--- config.mk ---
export PLATFORM = sky130hd
export DESIGN_NAME = nnTop
export DESIGN_NICKNAME = d
export VERILOG_FILES = /design/src/nnPkg.sv /design/src/nnTop.sv /design/src/denseLayer.sv /design/src/streamFifo.sv /design/src/neuronNode.sv
export VERILOG_INCLUDE_DIRS = /design/src
export SDC_FILE = /design/constraint.sdc
export NUM_CORES = 2
export LEC_CHECK = 0
export ABC_CLOCK_PERIOD_IN_PS = 26100
export BUFFER_PORTS_ARGS = -buffer_cell sky130_fd_sc_hd__buf_2
export CORE_ASPECT_RATIO = 1.75
export CORE_MARGIN = 4
export CORE_UTILIZATION = 71
export CTS_BUF_LIST = sky130_fd_sc_hd__clkbuf_2 sky130_fd_sc_hd__clkbuf_4 sky130_fd_sc_hd__clkbuf_8
export CTS_CLUSTER_SIZE = 28
export DETAILED_ROUTE_END_ITERATION = 7
export PLACE_DENSITY_LB_ADDON = 0.25
export SYNTH_ARGS = -nofsm -noshare
export SYNTH_HDL_FRONTEND = slang
export SYNTH_SLANG_ARGS = --single-unit
export TNS_END_PERCENT = 100
--- constraint.sdc ---
create_clock -name clk -period 26.1 [get_ports clk]
set_clock_uncertainty 0.05 [all_clocks]
set_input_delay 7.83 -clock clk [delete_from_list [all_inputs] [get_ports clk]]
set_output_delay 7.83 -clock clk [all_outputs]
set_load 0.01 [all_outputs]
--- src/nnLayer_defs.svh ---
`ifndef NN_LAYER_DEFS_SVH
`define NN_LAYER_DEFS_SVH

// Layer shape
`define NN_IN_COUNT 10
`define NN_NODE_COUNT 4

// FIFO depths
`define NN_IN_DEPTH 4
`define NN_OUT_DEPTH 4

// Neuron 0
`define NN_W_0_0 (-8'sd8)
`define NN_W_0_1 8'sd31
`define NN_W_0_2 8'sd31
`define NN_W_0_3 (-8'sd31)
`define NN_W_0_4 8'sd31
`define NN_W_0_5 8'sd12
`define NN_W_0_6 (-8'sd20)
`define NN_W_0_7 (-8'sd1)
`define NN_W_0_8 (-8'sd21)
`define NN_W_0_9 8'sd1
`define NN_B_0 16'sd0

// Neuron 1
`define NN_W_1_0 8'sd5
`define NN_W_1_1 (-8'sd3)
`define NN_W_1_2 8'sd12
`define NN_W_1_3 8'sd7
`define NN_W_1_4 (-8'sd9)
`define NN_W_1_5 8'sd4
`define NN_W_1_6 8'sd2
`define NN_W_1_7 (-8'sd6)
`define NN_W_1_8 8'sd10
`define NN_W_1_9 8'sd1
`define NN_B_1 16'sd64

// Neuron 2
`define NN_W_2_0 (-8'sd12)
`define NN_W_2_1 8'sd9
`define NN_W_2_2 (-8'sd4)
`define NN_W_2_3 8'sd15
`define NN_W_2_4 8'sd3
`define NN_W_2_5 (-8'sd7)
`define NN_W_2_6 8'sd11
`define NN_W_2_7 (-8'sd2)
`define NN_W_2_8 8'sd6
`define NN_W_2_9 (-8'sd5)
`define NN_B_2 (-16'sd128)

// Neuron 3, flat weights
`define NN_W_3_0 8'sd2
`define NN_W_3_1 8'sd2
`define NN_W_3_2 8'sd2
`define NN_W_3_3 8'sd2
`define NN_W_3_4 8'sd2
`define NN_W_3_5 8'sd2
`define NN_W_3_6 8'sd2
`define NN_W_3_7 8'sd2
`define NN_W_3_8 8'sd2
`define NN_W_3_9 8'sd2
`define NN_B_3 16'sd200

`endif
--- src/nnPkg.sv ---
`include "nnLayer_defs.svh"

package nnPkg;

	localparam int inCount = `NN_IN_COUNT;
	localparam int nodeCount = `NN_NODE_COUNT;

	// One signed activation
	typedef logic signed [7:0] activT;

	// Bias plus ten sign-extended 16-bit products
	typedef logic signed [22:0] accT;

	typedef struct packed {
		activT [inCount-1:0] act; // act[0] in the low byte
	} sampleT;

	// ReLU outputs of 0 to 127 each
	typedef struct packed {
		logic [nodeCount-1:0][7:0] node;
	} resultT;

endpackage

--- src/nnTop.sv ---
`timescale 1ns/10ps
`include "nnLayer_defs.svh"

module nnTop (
	input logic clk,
	input logic reset,
	input nnPkg::sampleT sample,
	input logic sampleValid,
	output logic sampleReady,
	output nnPkg::resultT result,
	output logic resultValid,
	input logic resultReady
);
	import nnPkg::*;

	sampleT headSample;
	logic headValid;
	logic headReady;
	resultT layerResult;
	logic layerValid;
	logic outFifoReady;

	streamFifo #(
		.payloadT(sampleT),
		.DEPTH(`NN_IN_DEPTH)
	) uInFifo (
		.clk(clk),
		.reset(reset),
		.inData(sample),
		.inValid(sampleValid),
		.inReady(sampleReady),
		.outData(headSample),
		.outValid(headValid),
		.outReady(headReady)
	);

	denseLayer uLayer (
		.clk(clk),
		.reset(reset),
		.inSample(headSample),
		.inValid(headValid),
		.inReady(headReady),
		.outResult(layerResult),
		.outValid(layerValid),
		.outFull(!outFifoReady) // Output FIFO full
	);

	streamFifo #(
		.payloadT(resultT),
		.DEPTH(`NN_OUT_DEPTH)
	) uOutFifo (
		.clk(clk),
		.reset(reset),
		.inData(layerResult),
		.inValid(layerValid),
		.inReady(outFifoReady),
		.outData(result),
		.outValid(resultValid),
		.outReady(resultReady)
	);

endmodule

--- src/denseLayer.sv ---
`timescale 1ns/10ps
`include "nnLayer_defs.svh"

module denseLayer (
	input logic clk,
	input logic reset,
	input nnPkg::sampleT inSample,
	input logic inValid,
	output logic inReady,
	output nnPkg::resultT outResult,
	output logic outValid,
	input logic outFull
);
	import nnPkg::*;

	// Leftmost entry is the highest index
	localparam logic [nodeCount-1:0][inCount-1:0][7:0] nodeWeights = '{
		'{`NN_W_3_9, `NN_W_3_8, `NN_W_3_7, `NN_W_3_6, `NN_W_3_5,
			`NN_W_3_4, `NN_W_3_3, `NN_W_3_2, `NN_W_3_1, `NN_W_3_0},
		'{`NN_W_2_9, `NN_W_2_8, `NN_W_2_7, `NN_W_2_6, `NN_W_2_5,
			`NN_W_2_4, `NN_W_2_3, `NN_W_2_2, `NN_W_2_1, `NN_W_2_0},
		'{`NN_W_1_9, `NN_W_1_8, `NN_W_1_7, `NN_W_1_6, `NN_W_1_5,
			`NN_W_1_4, `NN_W_1_3, `NN_W_1_2, `NN_W_1_1, `NN_W_1_0},
		'{`NN_W_0_9, `NN_W_0_8, `NN_W_0_7, `NN_W_0_6, `NN_W_0_5,
			`NN_W_0_4, `NN_W_0_3, `NN_W_0_2, `NN_W_0_1, `NN_W_0_0}
	};
	localparam logic [nodeCount-1:0][15:0] nodeBias = '{`NN_B_3, `NN_B_2, `NN_B_1, `NN_B_0};

	logic enable;
	logic [2:0] validPipe; // One bit per stage

	// Hold everything while a finished result cannot leave
	assign enable = !(validPipe[2] && outFull);
	assign inReady = enable;
	assign outValid = validPipe[2];

	always_ff @(posedge clk)
	begin
		if (reset)
			validPipe <= '0;
		else if (enable)
			validPipe <= {validPipe[1:0], inValid};
	end

	for (genvar n = 0; n < nodeCount; n++)
	begin : gNode
		neuronNode #(
			.weights(nodeWeights[n]),
			.bias(nodeBias[n])
		) uNode (
			.clk(clk),
			.reset(reset),
			.enable(enable),
			.activations(inSample),
			.node(outResult.node[n])
		);
	end

	assert property (@(posedge clk) disable iff (reset)
		(outFull && !enable) |=> !$rose(outValid))
		else $error("denseLayer result moved while stalled");

endmodule

--- src/streamFifo.sv ---
`timescale 1ns/10ps

module streamFifo #(
	parameter type payloadT = logic [7:0],
	parameter int DEPTH = 4
) (
	input logic clk,
	input logic reset,
	input payloadT inData,
	input logic inValid,
	output logic inReady,
	output payloadT outData,
	output logic outValid,
	input logic outReady
);

	localparam int ptrWidth = (DEPTH > 1) ? $clog2(DEPTH) : 1;
	localparam int cntWidth = $clog2(DEPTH + 1);

	payloadT mem [DEPTH];
	logic [ptrWidth-1:0] wrPtr;
	logic [ptrWidth-1:0] rdPtr;
	logic [cntWidth-1:0] count;
	logic push;
	logic pop;

	assign inReady = (count != cntWidth'(DEPTH));
	assign outValid = (count != '0);
	assign outData = mem[rdPtr]; // Head shown ahead of the pop

	assign push = inValid && inReady;
	assign pop = outValid && outReady;

	always_ff @(posedge clk)
	begin
		if (push)
			mem[wrPtr] <= inData;
	end

	always_ff @(posedge clk)
	begin
		if (reset)
		begin
			wrPtr <= '0;
			rdPtr <= '0;
			count <= '0;
		end
		else
		begin
			if (push)
				wrPtr <= (wrPtr == ptrWidth'(DEPTH - 1)) ? '0 : wrPtr + 1'b1;
			if (pop)
				rdPtr <= (rdPtr == ptrWidth'(DEPTH - 1)) ? '0 : rdPtr + 1'b1;
			if (push && !pop)
				count <= count + 1'b1;
			else if (pop && !push)
				count <= count - 1'b1;
		end
	end

	// Overflow
	assert property (@(posedge clk) disable iff (reset) count <= cntWidth'(DEPTH))
		else $error("streamFifo overflow");

	// An empty FIFO can only grow, never wrap below zero
	assert property (@(posedge clk) disable iff (reset)
		(count == '0) |=> (count <= cntWidth'(1)))
		else $error("streamFifo underflow");

endmodule

--- src/neuronNode.sv ---
`timescale 1ns/10ps

module neuronNode #(
	parameter logic [nnPkg::inCount-1:0][7:0] weights = '0,
	parameter logic [15:0] bias = '0
) (
	input logic clk,
	input logic reset,
	input logic enable,
	input nnPkg::sampleT activations,
	output logic [7:0] node
);
	import nnPkg::*;

	sampleT actReg; // Stage 1
	accT sumReg; // Stage 2
	accT sum;
	logic signed [15:0] prod [inCount];
	logic roundUp;
	logic [7:0] rounded;
	logic [7:0] nodeNext;

	// Multiply-accumulate on the registered sample
	always_comb
	begin
		sum = accT'($signed(bias));
		for (int k = 0; k < inCount; k++)
		begin
			prod[k] = $signed(actReg.act[k]) * $signed(weights[k]);
			sum = sum + accT'(prod[k]);
		end
	end

	// Exact half stays down
	assign roundUp = sumReg[5] && (sumReg[4:0] != 5'd0);
	assign rounded = sumReg[13:6] + {7'd0, roundUp};

	always_comb
	begin
		if (sumReg[22])
			nodeNext = 8'd0; // ReLU
		else if (sumReg[21:13] != 9'd0)
			nodeNext = 8'd127; // Saturate
		else if (rounded[7])
			nodeNext = 8'd127; // 127 rounded up to 128
		else
			nodeNext = rounded;
	end

	always_ff @(posedge clk)
	begin
		if (reset)
		begin
			actReg <= '0;
			sumReg <= '0;
			node <= 8'd0;
		end
		else if (enable)
		begin
			actReg <= activations;
			sumReg <= sum;
			node <= nodeNext;
		end
	end

	assert property (@(posedge clk) disable iff (reset) node <= 8'd127)
		else $error("neuronNode output above 127");

endmodule

==> results by group <==
Global route
  – Global-route wire length before repair: 213400 um
  – Leftover overflow at the end of global routing: 0
  – Via count of the first global-routing pass: 35990
  – Pin count of the biggest net entering global routing: 100
  – GRT Total Usage: 0.3850
  – Number of antenna violations at the first check in global routing: 9

Synthesis
  – Cells after Synth: 4277
  – Share of the synthesized area in the top cell type: 0.2674
  – Largest cells by area after synthesis: sky130_fd_sc_hd__fa_1, sky130_fd_sc_hd__edfxtp_1, sky130_fd_sc_hd__ha_1, sky130_fd_sc_hd__dfxtp_1, sky130_fd_sc_hd__inv_1
  – Fraction of the mapped netlist area in compound gates: 0.05589
  – Distinct cell type count of the synthesized netlist: 69
  – Most used flip-flop cell after synthesis: sky130_fd_sc_hd__edfxtp_1
  – Cell type with the highest aggregate area in the netlist: sky130_fd_sc_hd__fa_1
  – Most frequent cell after synthesis: sky130_fd_sc_hd__inv_1
  – Number of warnings printed during yosys synthesis: 0
  – Synthesized-area fraction occupied by xor and xnor cells: 0.02699
  – Area of the mapped netlist: 50620 um^2
  – Count of state elements after synthesis: 645
  – Largest family of logic cells by synthesized area: adder cells
  – Average cell area after synthesis: 11.83 um^2
  – Sequential element share of the synthesized area: 0.3405
  – Post-synthesis share of cell area spent on and, or, nand and nor gates: 0.05337
  – Number of enable-type register cells in the synthesized netlist: 432
  – Multiplexer share of the synthesized area: 0.04951
  – Fraction of registers with async set or reset after synthesis: 0
  – Synth top cells by count: sky130_fd_sc_hd__inv_1, sky130_fd_sc_hd__fa_1, sky130_fd_sc_hd__ha_1
  – Post-synthesis adder-cell area fraction: 0.3915

Route
  – Number of DRC violations after detailed routing: 0
  – Routed Antenna Nets: 0
  – Post-detailed-route via-to-cell ratio: 5.969
  – Number of optimization iterations in the first detailed-route pass: 8
  – Post-detailed-route wirelength per cell: 26.29 um
  – DRC violation total after the first TritonRoute iteration: 2190
  – Via total after detailed routing: 32380
  – Total wire length: 142600 um

Clock tree
  – Cells resized by post-CTS repair: 0
  – Clock tree from TritonCTS: built
  – Number of H-tree branching levels: 3
  – CTS max path bufs: 3
  – CTS Root Buffer Type: sky130_fd_sc_hd__clkbuf_8
  – Clock slew at reported path FFs: 0.07 ns
  – Sink count of the clock tree: 645
  – Quantity of hold-fixing buffers added after cts: 0
  – Clock insertion delay at the later pin of the skew report: 0.79 ns
  – Setup repair bufs after CTS: 0
  – Number of buffers created by CTS: 89

Final layout
  – Post-layout utilization of the core: 0.7675
  – Final-layout fill cell count: 4537
  – # nets final: 5692
  – Fraction of layout cells with a size suffix above 1: 0.09844
  – Area Growth Syn to Fin: 7.191%

Timing
  – Final setup margin: 15.64 ns
  – Final setup violation count: 0
  – Final Hold Vio Count: 0
  – Share of the clock period used by the worst path after layout: 0.4010
  – Number of slew-limit violations in the final report: 0
  – Final worst path period need: 10.47 ns
  – Remaining max-slew budget at the tightest pin: 0.06983
  – Transition time at the pin with the least slew margin: 1.395 ns
  – Max frequency: 0.09556 GHz
  – Final sum of negative setup slack: 0 ns
  – Unrepaired setup endpoints after global routing: no

Die
  – Floorplan Core Area: 70700 um^2
  – Number of rows in the core area: 129
  – Die width: 209.8 um
  – Die Area: 75790 um^2
  – Initial standard-cell utilization of the core: 0.7160
  – Height of the chip: 361.2 um
  – Number of top-level pins: 118

Critical path
  – Maximum cell stage delay along the critical path: 1.00 ns
  – Kind of end point of the critical path: primary output
  – Startpoint Class: register
  – Worst reg-to-reg path cell count: 24
  – Start of the worst register-to-register path: uLayer.gNode[0].uNode.actReg[43]
  – Worst Path Max Fanout: 28
  – Sequence of cells on the critical path: mux4_2 > buf_2
  – Cell with the largest stage delay on the worst path: sky130_fd_sc_hd__dfxtp_2
  – Critical path required time: 18.22 ns
  – Type of the worst setup path: reg -> out
  – Crit path DAT: 2.58 ns

Min path
  – Worst min-delay path category: reg -> reg
  – Number of stages on the worst hold path: 2
  – Critical hold path startpoint: uLayer.gNode[0].uNode.sumReg[1]

Place
  – Worst-case setup slack after placement: 16.39 ns
  – HPWL after detailed placement: 112900 um
  – Routability congestion estimate from global placement: 1.074
  – Count of input and output buffers: 113

Job
  – Count of max-cap constraint violations: 0

Run status
  – Run status: completed
-- stage by stage --
stage	area, um^2	cells	hold WS (ns)
after floorplan	50630	4280	0.3760
after global placement	52350	5256	0.3831
after detailed placement	52360	5256	0.3899
after CTS	54240	5417	0.3979
after global routing	54250	5423	0.4175
final	54260	5425	0.3992
-- cell usage in the layout, fill, tap and decap left out, types with 5 or more instances in the layout --
master / count
sky130_fd_sc_hd__a211oi_1: 46
sky130_fd_sc_hd__a21o_1: 39
sky130_fd_sc_hd__a21oi_1: 242
sky130_fd_sc_hd__a31oi_1: 18
sky130_fd_sc_hd__a41oi_1: 5
sky130_fd_sc_hd__and2_1: 12
sky130_fd_sc_hd__and3_1: 12
sky130_fd_sc_hd__and3_4: 5
sky130_fd_sc_hd__buf_2: 112
sky130_fd_sc_hd__buf_4: 54
sky130_fd_sc_hd__bufinv_16: 7
sky130_fd_sc_hd__clkbuf_4: 14
sky130_fd_sc_hd__clkbuf_8: 94
sky130_fd_sc_hd__clkinv_1: 17
sky130_fd_sc_hd__clkinv_2: 18
sky130_fd_sc_hd__dfxtp_1: 210
sky130_fd_sc_hd__diode_2: 8
sky130_fd_sc_hd__edfxtp_1: 432
sky130_fd_sc_hd__fa_1: 676
sky130_fd_sc_hd__ha_1: 502
sky130_fd_sc_hd__inv_1: 988
sky130_fd_sc_hd__mux4_2: 108
sky130_fd_sc_hd__nand2_1: 321
sky130_fd_sc_hd__nand2b_1: 18
sky130_fd_sc_hd__nand3_1: 28
sky130_fd_sc_hd__nand4_1: 9
sky130_fd_sc_hd__nor2_1: 130
sky130_fd_sc_hd__nor2b_1: 13
sky130_fd_sc_hd__nor3_1: 26
sky130_fd_sc_hd__nor4_1: 7
sky130_fd_sc_hd__o211ai_1: 6
sky130_fd_sc_hd__o21a_1: 13
sky130_fd_sc_hd__o21ai_0: 46
sky130_fd_sc_hd__o21bai_1: 12
sky130_fd_sc_hd__o31ai_1: 6
sky130_fd_sc_hd__or3_1: 10
sky130_fd_sc_hd__or4_1: 8
sky130_fd_sc_hd__xnor2_1: 114
sky130_fd_sc_hd__xor2_1: 42
-- cell families after synthesis --
| group | count (synthesis) |
|---|---|
| other | 1 |
| multiplexers | 115 |
| XOR/XNOR | 156 |
| adder cells (fa/ha/maj) | 1178 |
| buffers and inverters | 1097 |
| AND/OR/NAND/NOR | 616 |
| flip-flops | 645 |
| AO/OA/AOI/OAI | 469 |
-- worst max-delay path, delay by kind of cell (launching register included) --
kind | cells | cell delay (ns)
buffers and inverters | 1 | 0.16
flip-flops | 1 | 1.00
multiplexers | 1 | 0.61
-- flip-flops by register name (all words and copies together), names as in the netlist, 3 cells and up, named ones only --
name and count:
uLayer.gNode.uNode.actReg 80, uLayer.validPipe 3, uInFifo.count 3, uLayer.gNode.uNode.node 28, uInFifo.mem 320, uOutFifo.count 3
uOutFifo.mem 112, uLayer.gNode.uNode.sumReg 86
-- final timing paths --
check | end | slack, ns
max | result[2] | 15.64
max reg2reg | uLayer.gNode[0].uNode.sumReg[9] | 16.02
min | uLayer.gNode[0].uNode.sumReg[1] | 0.40
min reg2reg | uLayer.gNode[0].uNode.sumReg[1] | 0.40
-- per-layer routing --
layer  global-route usage  vias up  routed length, um  share of wire
li1                     -    14160                  -              -
met1               0.3909    16270              44350           0.31
met2               0.6680     1336              72370           0.51
met3              0.07104      614               9063          0.064
met4               0.3431        2              16810           0.12
met5                    0        -                 13       0.000091
-- layout make-up --
class	count	area, um^2	area share
multi-input combinational	2538	29270	0.5396
sequential	645	17250	0.3179
inverter	989	3712	0.06842
clock buffer	108	1399	0.02578
tap	917	1147	0.02115
timing repair buffer	167	977.2	0.01801
clock inverter	53	480.5	0.008855
antenna	8	20.02	0.0003690
Power is not shown: default switching activity piles up to over one toggle a cycle in this logic, so the estimate is an artifact.
